File: src/mmuPkg.sv
package mmuPkg;

    localparam int PaLen = 32;
    localparam int VaLen = 32;
    localparam int PageOffsetBits = 12;

    typedef logic [VaLen-PageOffsetBits-2:0] vppnT; // vaddr[31:13], one even/odd pair
    typedef logic [PaLen-PageOffsetBits-1:0] ppnT;
    typedef logic [9:0] asidT;

    typedef struct packed {
        ppnT        ppn;
        logic [1:0] plv;
        logic [1:0] mat;
        logic       dirty;
        logic       valid;
    } pageAttrT;

    typedef struct packed {
        logic       exist;
        logic       isGlobal;
        asidT       asid;
        logic [5:0] ps;
        vppnT       vppn;
        pageAttrT   odd;
        pageAttrT   even;
    } tlbEntryT;

    typedef enum logic [2:0] {
        MgmtNone,
        MgmtSearch,
        MgmtRead,
        MgmtWrite,
        MgmtFill
    } mgmtOpE;

    typedef struct packed {
        logic [31:0] tlbIdx;  // [31] NE, [29:24] PS, low bits index
        logic [31:0] tlbEhi;
        logic [31:0] tlbElo0;
        logic [31:0] tlbElo1;
        asidT        asid;
    } csrImageT;

    // laid out as the CRMD register bits, plv at bit 0
    typedef struct packed {
        logic [1:0] datm;
        logic [1:0] datf;
        logic       pg;
        logic       da;
        logic       ie;
        logic [1:0] plv;
    } crmdT;

    typedef struct packed {
        logic [2:0]  vseg;
        logic        resvd28;
        logic [2:0]  pseg;
        logic [18:0] resvd24To6;
        logic [1:0]  mat;
        logic        plv3;
        logic [1:0]  resvd2To1;
        logic        plv0;
    } dmwT;

    typedef struct packed {
        crmdT crmd;
        dmwT  dmw0;
        dmwT  dmw1;
    } modeCsrT;

    typedef enum logic [1:0] {
        OpFetch = 2'd0,
        OpLoad  = 2'd1,
        OpStore = 2'd2
    } opTypeE;

    typedef struct packed {
        logic             valid;
        opTypeE           opType;
        logic [VaLen-1:0] vaddr;
    } transReqT;

    typedef enum logic [5:0] {
        ExcpPil  = 6'h01,
        ExcpPis  = 6'h02,
        ExcpPif  = 6'h03,
        ExcpPme  = 6'h04,
        ExcpPpi  = 6'h07,
        ExcpAde  = 6'h08,
        ExcpTlbr = 6'h3f
    } excpCodeE;

    localparam logic [8:0] SubAdef = 9'h000;
    localparam logic [8:0] SubAdem = 9'h001;

    typedef struct packed {
        logic       valid;
        logic [8:0] subcode;
        excpCodeE   code;
    } excpArgT;

    typedef struct packed {
        logic             paddrValid;
        logic [PaLen-1:0] paddr;
        excpArgT          excpArg;
        logic [1:0]       memType;
    } transRespT;

endpackage

File: src/tlbManager.sv
`timescale 1ns/1ps

module tlbManager #(
    parameter int TlbIndexWidth = 5
) (
    input  logic                        clk,
    input  logic                        reset,
    input  logic                        stallW,
    input  logic                        flushW,
    input  mmuPkg::mgmtOpE              mgmtOp,
    input  mmuPkg::csrImageT            csrIn,
    input  logic                        searchHit,
    input  logic [TlbIndexWidth-1:0]    searchIdx,
    input  mmuPkg::tlbEntryT            rdEntry,
    output logic [TlbIndexWidth-1:0]    rdIdx,
    output logic                        wrEn,
    output logic [TlbIndexWidth-1:0]    wrIdx,
    output mmuPkg::tlbEntryT            wrEntry,
    output mmuPkg::csrImageT            csrOut
);
    import mmuPkg::*;

    localparam int NeBit = 31;

    csrImageT csrNext;

    function automatic pageAttrT eloToAttr(logic [31:0] elo);
        pageAttrT attr;
        attr.ppn = elo[PaLen-5:8];
        attr.mat = elo[5:4];
        attr.plv = elo[3:2];
        attr.dirty = elo[1];
        attr.valid = elo[0];
        return attr;
    endfunction

    function automatic logic [31:0] attrToElo(pageAttrT attr, logic isGlobal);
        return {4'b0, attr.ppn, 1'b0, isGlobal, attr.mat, attr.plv, attr.dirty, attr.valid};
    endfunction

    assign rdIdx = csrIn.tlbIdx[TlbIndexWidth-1:0];
    assign wrIdx = csrIn.tlbIdx[TlbIndexWidth-1:0];
    assign wrEn = (mgmtOp == MgmtWrite || mgmtOp == MgmtFill) && !stallW && !flushW;

    always_comb
    begin
        wrEntry.exist = !csrIn.tlbIdx[NeBit];
        wrEntry.isGlobal = csrIn.tlbElo0[6] & csrIn.tlbElo1[6]; // G only if both halves say so
        wrEntry.asid = csrIn.asid;
        wrEntry.ps = csrIn.tlbIdx[29:24];
        wrEntry.vppn = csrIn.tlbEhi[31:13];
        wrEntry.even = eloToAttr(csrIn.tlbElo0);
        wrEntry.odd = eloToAttr(csrIn.tlbElo1);
    end

    always_comb
    begin
        csrNext = csrIn;
        case (mgmtOp)
            MgmtSearch:
            begin
                csrNext.tlbIdx[NeBit] = !searchHit;
                if (searchHit)
                    csrNext.tlbIdx[TlbIndexWidth-1:0] = searchIdx;
            end
            MgmtRead:
            begin
                if (rdEntry.exist)
                begin
                    csrNext.tlbIdx[NeBit] = 1'b0;
                    csrNext.tlbIdx[29:24] = rdEntry.ps;
                    csrNext.tlbEhi = {rdEntry.vppn, 13'b0};
                    csrNext.tlbElo0 = attrToElo(rdEntry.even, rdEntry.isGlobal);
                    csrNext.tlbElo1 = attrToElo(rdEntry.odd, rdEntry.isGlobal);
                    csrNext.asid = rdEntry.asid;
                end
                else
                begin
                    csrNext = '0;
                    csrNext.tlbIdx[NeBit] = 1'b1;
                end
            end
            default: ;
        endcase
    end

    always_ff @(posedge clk)
    begin
        if (reset || (flushW && !stallW))
            csrOut <= '0;
        else if (!stallW)
            csrOut <= csrNext;
    end

endmodule

File: config.mk
export PLATFORM = sky130hd
export DESIGN_NAME = tlbManager
export DESIGN_NICKNAME = d
export VERILOG_FILES = /design/src/mmuPkg.sv /design/src/tlbManager.sv
export SDC_FILE = /design/constraint.sdc
export NUM_CORES = 1
export LEC_CHECK = 0
export BUFFER_PORTS_ARGS = -buffer_cell sky130_fd_sc_hd__buf_2
export CORE_AREA = 2 2 187 189
export DETAILED_ROUTE_END_ITERATION = 8
export DIE_AREA = 0 0 189 191
export GPL_TIMING_DRIVEN = 0
export PLACE_DENSITY = 0.51
export SETUP_SLACK_MARGIN = 0.05
export SYNTH_ARGS = -nofsm -noshare
export SYNTH_HDL_FRONTEND = slang
export SYNTH_SLANG_ARGS = --single-unit
File: constraint.sdc
create_clock -name clk -period 2 [get_ports clk]
set_input_delay 0.4 -clock clk [delete_from_list [all_inputs] [get_ports clk]]
set_output_delay 0.4 -clock clk [all_outputs]
set_load 0.03 [all_outputs]
==> impl_metrics.yaml <==
outcome:
  outcome: "finished clean"
global_route:
  grt_use_total: 0.1621
  gr-total-overflow: 0
  first_global_vias: 7626
  grt_pass1_wl_microns: 44770
  grt_start_max_net_pins: 20
  antenna_found_initial: 0
worst_setup_path:
  critPathMaxFanout: 19
  end_kind: "primary output"
  arrival_ns: 1.42
  criticalPathCategory: "in -> out"
  cp-start-kind: "primary input"
  cp_data_required_time_ns: 1.60
sta:
  drv_slew: 0
  setup_tns_ns: 0
  period_minus_slack_ns: 1.822
  rsz0062_at_grt: "false"
  tightest_slew_ns: 0.7323
  timing.fmax_mhz: 548.9
  hold_viol: 0
  setup_violations: 0
  fin_skew_ns: 0
  maxSlewHeadroom: 0.5118
  final.period_utilization: 0.9110
  finalWorstSetupSlack_ns: 0.1781
final_layout:
  fin_cells: 1862
  multi_input_area_sq_um: 3702
  largest_registers: "csrOut x138"
  fillers: 3675
  diodes: 0
  nNetsFinal: 1635
  max_flop_register: "csrOut"
  regArea_sq_um: 2763
  synthToLayoutAreaGrowth_pct: 44.47
  largest_register_ffs: 138
  drive_gt1_frac: 0.4556
route:
  vias: 7867
  remaining_drc_errors: 0
  ant_nets: 0
  wl_per_cell_microns: 16.61
  dr.pass1.iters: 4
  drt-total-wl_microns: 30940
  drt_iter0_markers: 324
  viasPerCell: 4.225
synthesis:
  syn_avg_cell_area_sq_um: 8.747
  ys_types: 33
  synth_area_sq_um: 7890
  ys_seq_area_frac: 0.3501
  synth_seq_cells: 138
  synth.top_cell.area_share: 0.3501
  synthTopCellsByArea: "dfxtp_1, mux2i_1, o211a_1"
  syn-num-nets: 1142
  synth_common_cells: "dfxtp_1, nand2_1, buf_4"
  ys.flop_type: "dfxtp_1"
  yosysWarningCount: 0
  netlist_instances: 902
  async_flop_share: 0
  synth_edf_count: 0
  yosys.area.top_type: "dfxtp_1"
  synth.most_common_cell: "dfxtp_1"
floorplan:
  floorplan.initialDensity: 0.2313
  die_h_microns: 191
  die_x_microns: 189
  rows: 68
  num_io_pins: 478
  core_sq_um: 34120
  dieArea_sq_um: 36100
worst_hold_path:
  hold_path.class: "in -> reg"
clock_tree:
  clockRootBuffer: "clkbuf_16"
  cts_tree: "done"
  cts_setup_buffers: 0
  cts_sinks: 138
  clock_latency_ns: 0.40
  clk_pin_slew_worst_paths_ns: 0.07
  cts-buffers-inserted: 17
  htreeDepth: 4
  clock_path_buffers: 2
placed_design:
  dp_cells: 1832
  dp_slack_ns: -0.3604
  post-dp-hpwl_microns: 24620
  gp_congestion: 0.8564
  port_buffers: 475
pwr:
  ir_drop_v: 0.0003981
  leakage_nw: 6.687
  powerDensity_nw_per_um2: 714.0
job:
  maxCapViolations: 0
area by class of cell:
class,count,share of cell area
repair buffers,475,0.2086
multi-input cells,505,0.3248
clock buffers,18,0.03765
inverters,90,0.02964
clock inverters,13,0.01076
well taps,455,0.04995
plain buffers,168,0.09627
flip-flops and latches,138,0.2424
through the flow:
step	power (mW)	cell area, sq um	utilization	hold WS [ns]
final	8.139	11400	0.3341	0.1969
after global routing	8.547	11400	0.3341	0.1798
after CTS	8.298	11390	0.3339	0.1687
after detailed placement	5.150	10840	0.3178	0.4505
after global placement	5.136	10840	0.3178	0.4478
after floorplan	4.364	7895	-	0.5341
worst max-delay path, cell delays in order:
cell and delay [ns]:
buf_2 0.14, buf_2 0.27, buf_4 0.33, nor3_2 0.08, buf_2 0.19
metal layers:
| layer | GRT usage | routed length (microns) |
|---|---|---|
| met5 | 0 | 0 |
| met4 | 0.04177 | 319 |
| met3 | 0.03819 | 1981 |
| met2 | 0.2843 | 15220 |
| met1 | 0.1987 | 13420 |
layout by cell type, fill, tap and decap left out, drive strengths merged, types with 4 or more instances in the layout:
cell type,netlist,final
buf,129,604
dfxtp,138,138
nand2,112,112
nand2b,94,94
mux2i,92,92
inv,90,92
o211a,87,87
clkbuf,40,56
a21oi,24,24
nand3b,23,23
and3b,21,21
a31o,20,20
nor2,6,6
clkinv,0,6
and3,5,5
o311a,5,5
clkinvlp,0,4
worst paths after layout:
check                                  end  slack [ns]                startpoint  depth (start not counted)
setup / recovery                      wrEn        0.18                    stallW                          5
hold / removal    csrOut[112]$_SDFFE_PP0N_        0.20                csrIn[112]                          2
setup reg to reg  csrOut[113]$_SDFFE_PP0N_        1.21  csrOut[113]$_SDFFE_PP0N_                          2
hold reg to reg    csrOut[41]$_SDFFE_PP0N_        0.46   csrOut[41]$_SDFFE_PP0N_                          2
cells by family after synthesis:
group	after synthesis	synth area share
AO/OA/AOI/OAI	142	0.1605
multiplexers	92	0.1167
AND/OR/NAND/NOR	271	0.1914
buffers and inverters	259	0.1813
flip-flops	138	0.3501
power breakdown:
part	internal, mW	switching [mW]
logic	0.808	1.27
clock network	1.72	1.36
registers	2.91	0.0684
timing repair:
action                     4_1_cts  5_1_grt
pin swaps                        0        0
resized for setup                1        2
hold endpoints to repair         0        0
setup endpoints to repair        1        7
hold buffers                     0        0
Power figures use the tool's default switching activity.
