<file path="src/mmuPkg.sv">
package mmuPkg;

    localparam int PaLen = 32;
    localparam int VaLen = 32;
    localparam int PageOffsetBits = 12;

    typedef logic [VaLen-PageOffsetBits-2:0] vppnT; // vaddr[31:13], one even/odd pair
    typedef logic [PaLen-PageOffsetBits-1:0] ppnT;
    typedef logic [9:0] asidT;

    typedef struct packed {
        ppnT        ppn;
        logic [1:0] plv;
        logic [1:0] mat;
        logic       dirty;
        logic       valid;
    } pageAttrT;

    typedef struct packed {
        logic       exist;
        logic       isGlobal;
        asidT       asid;
        logic [5:0] ps;
        vppnT       vppn;
        pageAttrT   odd;
        pageAttrT   even;
    } tlbEntryT;

    typedef enum logic [2:0] {
        MgmtNone,
        MgmtSearch,
        MgmtRead,
        MgmtWrite,
        MgmtFill
    } mgmtOpE;

    typedef struct packed {
        logic [31:0] tlbIdx;  // [31] NE, [29:24] PS, low bits index
        logic [31:0] tlbEhi;
        logic [31:0] tlbElo0;
        logic [31:0] tlbElo1;
        asidT        asid;
    } csrImageT;

    // laid out as the CRMD register bits, plv at bit 0
    typedef struct packed {
        logic [1:0] datm;
        logic [1:0] datf;
        logic       pg;
        logic       da;
        logic       ie;
        logic [1:0] plv;
    } crmdT;

    typedef struct packed {
        logic [2:0]  vseg;
        logic        resvd28;
        logic [2:0]  pseg;
        logic [18:0] resvd24To6;
        logic [1:0]  mat;
        logic        plv3;
        logic [1:0]  resvd2To1;
        logic        plv0;
    } dmwT;

    typedef struct packed {
        crmdT crmd;
        dmwT  dmw0;
        dmwT  dmw1;
    } modeCsrT;

    typedef enum logic [1:0] {
        OpFetch = 2'd0,
        OpLoad  = 2'd1,
        OpStore = 2'd2
    } opTypeE;

    typedef struct packed {
        logic             valid;
        opTypeE           opType;
        logic [VaLen-1:0] vaddr;
    } transReqT;

    typedef enum logic [5:0] {
        ExcpPil  = 6'h01,
        ExcpPis  = 6'h02,
        ExcpPif  = 6'h03,
        ExcpPme  = 6'h04,
        ExcpPpi  = 6'h07,
        ExcpAde  = 6'h08,
        ExcpTlbr = 6'h3f
    } excpCodeE;

    localparam logic [8:0] SubAdef = 9'h000;
    localparam logic [8:0] SubAdem = 9'h001;

    typedef struct packed {
        logic       valid;
        logic [8:0] subcode;
        excpCodeE   code;
    } excpArgT;

    typedef struct packed {
        logic             paddrValid;
        logic [PaLen-1:0] paddr;
        excpArgT          excpArg;
        logic [1:0]       memType;
    } transRespT;

endpackage

</file>
<file path="src/addrTranslator.sv">
`timescale 1ns/1ps

module addrTranslator (
    input  logic                clk,
    input  logic                reset,
    input  logic                stallT,
    input  logic                flushT,
    input  mmuPkg::transReqT    req,
    input  mmuPkg::modeCsrT     mode,
    input  logic                tlbHit,
    input  mmuPkg::tlbEntryT    tlbEntry,
    output mmuPkg::transRespT   resp
);
    import mmuPkg::*;

    logic [1:0] plv;
    logic [VaLen-1:0] shiftedVa;
    logic oddHalf;
    pageAttrT page;
    logic [PaLen-1:0] lowMask;
    logic [PaLen-1:0] mappedPaddr;
    logic fault;
    transRespT respNext;

    function automatic logic dmwHit(dmwT win, logic [1:0] curPlv, logic [VaLen-1:0] va);
        logic plvOk;
        plvOk = (win.plv0 && curPlv == 2'd0) || (win.plv3 && curPlv == 2'd3);
        return plvOk && (win.vseg == va[VaLen-1:VaLen-3]);
    endfunction

    assign plv = mode.crmd.plv;

    // bit ps of vaddr picks the half of the pair
    assign shiftedVa = req.vaddr >> tlbEntry.ps;
    assign oddHalf = shiftedVa[0];
    assign page = oddHalf ? tlbEntry.odd : tlbEntry.even;

    assign lowMask = ~({PaLen{1'b1}} << tlbEntry.ps);
    assign mappedPaddr = ({page.ppn, {PageOffsetBits{1'b0}}} & ~lowMask)
                       | (req.vaddr & lowMask);

    always_comb
    begin
        respNext = '0;
        respNext.paddrValid = req.valid;
        fault = 1'b0;
        if (mode.crmd.da && !mode.crmd.pg)
        begin
            respNext.paddr = req.vaddr;
            respNext.memType = (req.opType == OpFetch) ? mode.crmd.datf : mode.crmd.datm;
        end
        else if (dmwHit(mode.dmw0, plv, req.vaddr))
        begin
            respNext.paddr = {mode.dmw0.pseg, req.vaddr[VaLen-4:0]};
            respNext.memType = mode.dmw0.mat;
        end
        else if (dmwHit(mode.dmw1, plv, req.vaddr))
        begin
            respNext.paddr = {mode.dmw1.pseg, req.vaddr[VaLen-4:0]};
            respNext.memType = mode.dmw1.mat;
        end
        else if (plv != 2'd0 && req.vaddr[VaLen-1])
        begin
            fault = 1'b1; // user touching the upper half
            respNext.excpArg.subcode = (req.opType == OpFetch) ? SubAdef : SubAdem;
            respNext.excpArg.code = ExcpAde;
        end
        else if (!tlbHit)
        begin
            fault = 1'b1;
            respNext.excpArg.code = ExcpTlbr;
        end
        else if (!page.valid)
        begin
            fault = 1'b1;
            if (req.opType == OpFetch)
                respNext.excpArg.code = ExcpPif;
            else if (req.opType == OpLoad)
                respNext.excpArg.code = ExcpPil;
            else
                respNext.excpArg.code = ExcpPis;
        end
        else if (plv > page.plv)
        begin
            fault = 1'b1;
            respNext.excpArg.code = ExcpPpi;
        end
        else if (req.opType == OpStore && !page.dirty)
        begin
            fault = 1'b1;
            respNext.excpArg.code = ExcpPme;
        end
        else
        begin
            respNext.paddr = mappedPaddr;
            respNext.memType = page.mat;
        end

        if (fault)
        begin
            respNext.paddrValid = 1'b0;
            respNext.excpArg.valid = req.valid;
        end
    end

    always_ff @(posedge clk)
    begin
        if (reset || flushT) // flush beats stall
            resp <= '0;
        else if (!stallT)
            resp <= respNext;
    end

    paddrOrExcp: assert property (
        @(posedge clk) disable iff (reset)
        !(resp.paddrValid && resp.excpArg.valid)
    ) else $error("addrTranslator paddr and exception both valid");

endmodule

</file>
<file path="config.mk">
export PLATFORM = sky130hd
export DESIGN_NAME = addrTranslator
export DESIGN_NICKNAME = d
export VERILOG_FILES = /design/src/mmuPkg.sv /design/src/addrTranslator.sv
export SDC_FILE = /design/constraint.sdc
export NUM_CORES = 1
export LEC_CHECK = 0
export BUFFER_PORTS_ARGS = -buffer_cell sky130_fd_sc_hd__buf_2
export CAP_MARGIN = 25
export CORE_UTILIZATION = 35
export CTS_BUF_LIST = sky130_fd_sc_hd__clkbuf_8
export CTS_CLUSTER_SIZE = 14
export DETAILED_ROUTE_END_ITERATION = 6
export PLACE_DENSITY = 0.75
export SETUP_SLACK_MARGIN = 0.15
export SYNTH_ARGS = -nofsm -noshare
export SYNTH_HDL_FRONTEND = slang
export SYNTH_SLANG_ARGS = --single-unit
</file>
<file path="constraint.sdc">
create_clock -name clk -period 5.1 [get_ports clk]
set_clock_uncertainty 0.15 [all_clocks]
set_input_delay 1.02 -clock clk [delete_from_list [all_inputs] [get_ports clk]]
set_output_delay 1.02 -clock clk [all_outputs]
set_load 0.01 [all_outputs]
</file>
==> results by group, run 1 <==
Layout
  – Commonest non-fill, non-tap cell in the layout: buf_2
  – Largest register FFs: 42
  – Nets@finish: 780
  – Synth-to-layout area growth: 32.02%
  – Reg with most FFs: resp
  – # fillers: 929
  – Share of cells above drive strength 1: 37.09%
  – Most frequent cells in the layout: buf_2 (168), nor2_1 (49), dfxtp_1 (42), o21ai_0 (41), nand2_1 (40)
  – Largest regs: resp x42
  – Finished Layout Cells: ~700

Setup path
  – Worst Reg-to-Reg Cells: 3
  – Critical path endpoint: resp[35]$_SDFFE_PP0N_
  – CP endpoint kind: register
  – RR Startpoint: resp[33]$_SDFFE_PP0N_
  – Critical path origin: tlbEntry[72]
  – Reg-to-Reg End: resp[33]$_SDFFE_PP0N_
  – Crit path launch type: input pin
  – CP cell instances: buf_2 -> buf_12 -> mux2i_1 -> a22oi_1 -> nand3_1 -> a41oi_4 -> mux2_2 -> ha_1 -> nand2_1 -> o21ai_0 -> buf_4 -> o21a_1 -> and3_1 -> mux2i_2 -> buf_4 -> nand2_2 -> buf_4 -> a221oi_1 -> nor2_1
  – Critical path type: in -> reg
  – Crit-path slowest cell: mux2_2
  – Req. time, crit path: 5.14 ns
  – Worst R2R Setup Slack: 4.10 ns
  – Worst Path Arrival: 4.38 ns
  – CP dominant cell by count: buf_4
  – Max stage delay on crit path: 0.37 ns
  – Critical Path Fanout Max: 12

STA
  – Final setup viols: 0
  – Slew @ Worst Pin: 0.8315 ns
  – Min Tclk post-route: 4.341 ns
  – Final Cycle Share: 85.12%
  – Final hold violations: 0
  – Pins Over Slew Limit: 0
  – RSZ-0062 raised after global routing: no
  – Relative slew margins: 44.37%
  – Max Freq: 0.2304 GHz
  – Hold_ws: 0.3220 ns
  – Total negative slack: 0 ns

Yosys
  – Async S/R FF share, synth: 0%
  – Ys Warns: 0
  – Post-synth cell types: 54
  – Register bit total from synthesis: 42
  – Prevailing post-synth register cell: dfxtp_1
  – Post-Synthesis Cells: 417
  – Post-synth EDFFs: 0
  – Mapped Area: 0.003219 mm^2
  – Mapped Avg Cell Area: 7.720 um^2
  – Sequential area share after synthesis: 26.12%

Clocking
  – Setup bufs post-CTS: 0
  – Clock buffer count from CTS: 5
  – # resized after CTS: 0
  – Hold buffer count at cts: 0
  – Clock sink count: 42
  – Skew-Pair Late Insertion Delay: 0.30 ns
  – CTS tree: done
  – Root Driver: clkbuf_8
  – Clock transition at the registers of the reported paths: ~0.090 ns
  – CTS max path bufs: 2
  – CTS H-Tree Depth: 2

Floorplanning
  – Ports: 253
  – Die W: a little under 100 um
  – Core region area: slightly below 0.009 mm^2
  – Site row count: 34
  – Die Y-Extent: ~98 um
  – Initial Util: a little over a third
  – Die area: 0.009585 mm^2

GRT
  – Number of global-route vias before repair: ~3.7k
  – First-pass GRT wire length: 18,580 um
  – Total track usage: 24.02%
  – Largest net degree at the start of global routing: 35
  – Initial antenna violation count: 1
  – GR Overflow Total: 0

Place
  – Count of input and output buffers: about 170
  – DP Wirelength: approximately 9100 um
  – GP Congestion: 0.9016
  – Placed insts: just under 700

Flow run
  – Max-cap violation count: 0

Power and ir drop
  – Peak VDD IR: between 90 and 100 uV
  – Leakage power: 1.961 nW
  – Pwr/cell area: 215.4 mW/mm^2

Route
  – DR pass1 iterations: 7
  – First-iteration detailed-routing DRC count: 192
  – Vias: 3,795
  – Antenna Nets Post-Route: 0
  – Wire length per cell: 16.86 um
  – Final wirelength: 11,560 um
  – Vias per Instance: between 5 and 6
  – DRC: 10

Worst hold path
  – Hold crit path type: reg -> reg
  – Hold Path Cell Cnt: 1
  – Hold Startpoint: resp[18]$_SDFFE_PP0N_

Status
  – Status: finished with violations
  – Violated checks: DRC
## logic make-up (layout without fill, tap and decap cells)
| kind of cell | Yosys count | in the layout | synth area share, % |
|---|---|---|---|
| and+or+nand+nor | 143 | 143 | 21.18 |
| AOI/OAI and AO/OA | 139 | 139 | 29.27 |
| buffers and inverters | 43 | 196 | 7.734 |
| DFF | 42 | 42 | 26.12 |
| muxes | 41 | 41 | 13.18 |
| xor gates and xnor gates | 6 | 6 | 1.633 |
| adders and majority gates | 2 | 2 | 0.7772 |
| other | 1 | 9 | 0.1165 |
## routing by layer
metal | GRT usage (%) | vias to the layer above | part of all wire, %
li1 | - | 1840 | -
met1 | 32.75 | 1791 | 46
met2 | 40.47 | 151 | 46
met3 | 3.078 | 13 | 5.9
met4 | 5.012 | 0 | 1.4
met5 | 0 | - | 0
## power by group
| group | switching, mW | total, mW | internal (mW) | leakage (nW) |
|---|---|---|---|---|
| Combinational | 0.165 | 0.295 | 0.130 | 1.57 |
| Sequential | 0.00503 | 0.343 | 0.338 | 0.341 |
| Clock | 0.132 | 0.278 | 0.146 | 0.0504 |
| Total | 0.302 | 0.916 | 0.614 | 1.96 |
## worst max-delay path, delay by kind of cell
kind	cells	cell delay (ns)
AO/OA/AOI/OAI	5	1.01
adder cells (fa/ha/maj)	1	0.27
buffers and inverters	5	0.82
multiplexers	3	0.69
AND/OR/NAND/NOR	5	0.56
## layout make-up
type	count	area, um^2	share of cell area (%)
inverters	5	18.77	0.4416
clock buffers	5	68.82	1.619
flip-flops and latches	42	840.8	19.78
well taps	108	135.1	3.179
diodes	1	2.502	0.05888
clock inverters	3	45.04	1.060
multi-input cells	339	2161	50.84
repair buffers	183	978.4	23.02
## metrics by stage
stage          power (mW)  worst slack [ns]  utilization [%]  area, um^2
6_report           0.9156            0.7588            48.27        4250
5_1_grt            0.9728            0.5236            48.27        4250
4_1_cts            0.9217            0.7757            48.24        4248
3_5_place_dp       0.6434            0.4561            46.95        4134
3_3_place_gp       0.6381            0.5009            46.95        4134
2_1_floorplan      0.5282            0.6612                -        3246
## cells in the mapped netlist (2+ instances only)
cell type / count / share of area (%)
a32o_1: 10 / 3.1
buf_4: 9 / 2.1
nor4_1: 2 / 0.39
a22oi_1: 8 / 1.9
a211oi_1: 4 / 0.93
o211ai_1: 3 / 0.70
buf_6: 4 / 1.4
or3_1: 4 / 0.78
nand3_2: 3 / 0.93
nand2b_1: 5 / 0.97
o21ai_0: 41 / 6.4
buf_2: 6 / 0.93
nor3_1: 3 / 0.47
xnor2_1: 3 / 0.82
a31o_2: 2 / 0.54
ha_1: 2 / 0.78
and3_1: 3 / 0.58
a22o_1: 2 / 0.54
o2111ai_1: 3 / 0.82
inv_1: 4 / 0.47
and2_1: 6 / 1.2
nand2_1: 40 / 4.7
o21a_1: 7 / 1.6
a221oi_1: 14 / 3.8
dfxtp_1: 42 / 26
nand3_1: 12 / 1.9
clkbuf_1: 18 / 2.1
nor2b_1: 5 / 0.97
or2_2: 2 / 0.39
o22ai_1: 2 / 0.39
nor3b_1: 2 / 0.47
a31oi_1: 10 / 1.9
mux2i_1: 32 / 9.9
xor2_1: 3 / 0.82
mux2_2: 8 / 2.8
nor2_1: 49 / 5.7
a21oi_1: 27 / 4.2
## worst min path at each step
stage,to,slack (ns)
after detailed placement,resp[18]$_SDFFE_PP0N_,0.30
after global placement,resp[20]$_SDFFE_PP0N_,0.29
after floorplan,resp[2]$_SDFFE_PP0N_,0.34
after global routing,resp[2]$_SDFFE_PP0N_,0.35
after CTS,resp[18]$_SDFFE_PP0N_,0.32
final,resp[18]$_SDFFE_PP0N_,0.32
Note: power is estimated with default switching activity, not from simulation.
==> inputs of run 2 (changes only) <==
- BUFFER_PORTS_ARGS: -buffer_cell sky130_fd_sc_hd__buf_2 -> -buffer_cell sky130_fd_sc_hd__clkbuf_2
==> run 2 against run 1 <==
The run still ends with DRC left. Global-route usage is essentially flat. Routed wire length shrank 2.3%. Critical path depth decreased by 2. Combinational power shrank 2%. Cell area fell by 0.82%. Clock power decreased by 2%. Hold slack worse by 0.0063 ns. Die area stayed put. Cell count decreased by 0.44%. Sequential cell count unchanged. First-iteration DRC count grew 6.8%. Sequential share of layout area up 0.16 points. Largest cell class unchanged.
==> results by group, run 2 (same netlist as run 1, synthesis figures left out) <==
Status
  – Status: finished with violations
  – Violated checks: DRC

Clocking
  – Hold buffer count at cts: 0
  – Root Driver: clkbuf_8
  – Clock transition at the registers of the reported paths: 0.09 ns
  – Setup bufs post-CTS: 0
  – # resized after CTS: 0
  – CTS tree: done
  – CTS H-Tree Depth: 2
  – CTS max path bufs: 2
  – Skew-Pair Late Insertion Delay: around 0.3 ns
  – Clock sink count: 42
  – Clock buffer count from CTS: 5

Power and ir drop
  – Leakage power: between 1.5 and 2 nW
  – Pwr/cell area: 214.9 mW/mm^2
  – Peak VDD IR: 113.8 uV

Layout
  – Share of cells above drive strength 1: 36.87%
  – Sequential Area: roughly 840 um^2
  – Largest register FFs: 42
  – Commonest non-fill, non-tap cell in the layout: clkbuf_2
  – Diodes inserted: 0
  – Multi-input gate area: 0.002161 mm^2
  – Fin util: 47.87%
  – Reg with most FFs: resp
  – Design Area, Final: 0.004215 mm^2
  – # fillers: 913
  – Nets@finish: 778
  – Finished Layout Cells: 683
  – Largest regs: resp x42
  – Synth-to-layout area growth: 30.94%
  – Most frequent cells in the layout: clkbuf_2 (168), nor2_1 (49), dfxtp_1 (42), o21ai_0 (41), nand2_1 (40)

Floorplanning
  – Die W: about 98 um
  – Die Y-Extent: between 90 and 100 um
  – Die area: 0.009585 mm^2
  – Ports: roughly 250
  – Site row count: 34
  – Initial Util: 36.56%
  – Core region area: 0.008806 mm^2

Route
  – First-iteration detailed-routing DRC count: 205
  – Antenna Nets Post-Route: 0
  – Wire length per cell: 16.54 um
  – Final wirelength: 11,300 um
  – Vias per Instance: 5.527
  – DRC: 10
  – DR pass1 iterations: 7
  – Vias: between 3k and 4k

Setup path
  – Crit path launch type: input pin
  – CP cell instances: clkbuf_2 -> and2b_1 -> a22oi_1 -> nand3_1 -> a41oi_4 -> mux2i_1 -> ha_1 -> nor2b_1 -> o21ai_0 -> buf_4 -> o21a_1 -> and3_1 -> mux2i_2 -> buf_4 -> nor2_4 -> o2111ai_1 -> a21oi_1
  – Critical Path Fanout Max: 17
  – CP endpoint kind: register
  – Worst Path Arrival: 4.47 ns
  – Crit-path slowest cell: nor2_4
  – CP dominant cell by count: buf_4
  – Max stage delay on crit path: between 0.3 and 0.4 ns
  – Critical path type: in -> reg
  – Req. time, crit path: between 5 and 6 ns

Place
  – Placed insts: between 600 and 700
  – GP Congestion: slightly below 0.9
  – DP Wirelength: 8937 um
  – Placed Area: ~0.0041 mm^2
  – Pre-CTS WS: about 0.37 ns
  – Count of input and output buffers: 168

GRT
  – Initial antenna violation count: 0
  – First-pass GRT wire length: 18,520 um
  – Largest net degree at the start of global routing: 34
  – GR Overflow Total: 0
  – Number of global-route vias before repair: 3,739
  – Total track usage: 24.07%

STA
  – Pins Over Slew Limit: 0
  – Setup ws final: 0.7178 ns
  – Final hold violations: 0
  – Total negative slack: 0 ns
  – Min Tclk post-route: around 4.4 ns
  – Slew @ Worst Pin: 0.8388 ns
  – Relative slew margins: between 40% and 50%
  – Final Cycle Share: ~86%
  – RSZ-0062 raised after global routing: no
  – Final setup viols: 0
  – Max Freq: roughly 0.23 GHz

Flow run
  – Max-cap violation count: 0

Worst hold path
  – Hold crit path type: reg -> reg
## run 2: changes by cell type in the layout (fill, tap and decap cells not counted)
cell and delta:
buf_2 -168, clkbuf_2 +168, clkinv_2 +2, clkinvlp_4 -2, buf_12 -1, buf_4 -1, diode_2 -1
## run 2: layout make-up
| type | instances | area share, % |
|---|---|---|
| Timing Repair Buffer | 181 | 22.56 |
| Inverter | 5 | 0.4452 |
| Clock inverter | 3 | 0.9498 |
| Multi-Input combinational cell | 339 | 51.26 |
| Sequential cell | 42 | 19.95 |
| Clock buffer | 5 | 1.633 |
| Tap cell | 108 | 3.206 |
## run 2: stage by stage
step / total power, mW / hold slack, ns
6_report: 0.9057 / 0.3157
5_1_grt: 0.9583 / 0.3476
4_1_cts: 0.9129 / 0.3242
3_5_place_dp: 0.6392 / 0.3068
3_3_place_gp: 0.6350 / 0.2967
2_1_floorplan: 0.5282 / 0.3358
## run 2: path summary, 6_finish.rpt
kind	startpoint	end	slack [ns]	depth (start not counted)
min reg2reg	resp[4]$_SDFFE_PP0N_	resp[4]$_SDFFE_PP0N_	0.32	2
max	tlbEntry[73]	resp[33]$_SDFFE_PP0N_	0.72	17
min	resp[4]$_SDFFE_PP0N_	resp[4]$_SDFFE_PP0N_	0.32	2
max reg2reg	resp[33]$_SDFFE_PP0N_	resp[33]$_SDFFE_PP0N_	4.12	3
## run 2: power breakdown
part	total (mW)	internal [mW]	switching, mW
Clock	0.273	0.144	0.128
Combinational	0.290	0.126	0.163
Sequential	0.343	0.338	0.00531
## run 2: worst max-delay path, delay by kind of cell
kind	cells	cell delay [ns]
AND/OR/NAND/NOR	5	1.13
AO/OA/AOI/OAI	6	1.15
buffers and inverters	3	0.54
adder cells (fa/ha/maj)	1	0.26
multiplexers	2	0.36
## run 2: metal layers
layer / track usage [%] / vias up / routed length [um]
li1: - / 1844 / -
met1: 32.75 / 1757 / 5226
met2: 39.71 / 167 / 5224
met3: 3.150 / 7 / 746
met4: 6.876 / 0 / 101
met5: 0 / - / 0
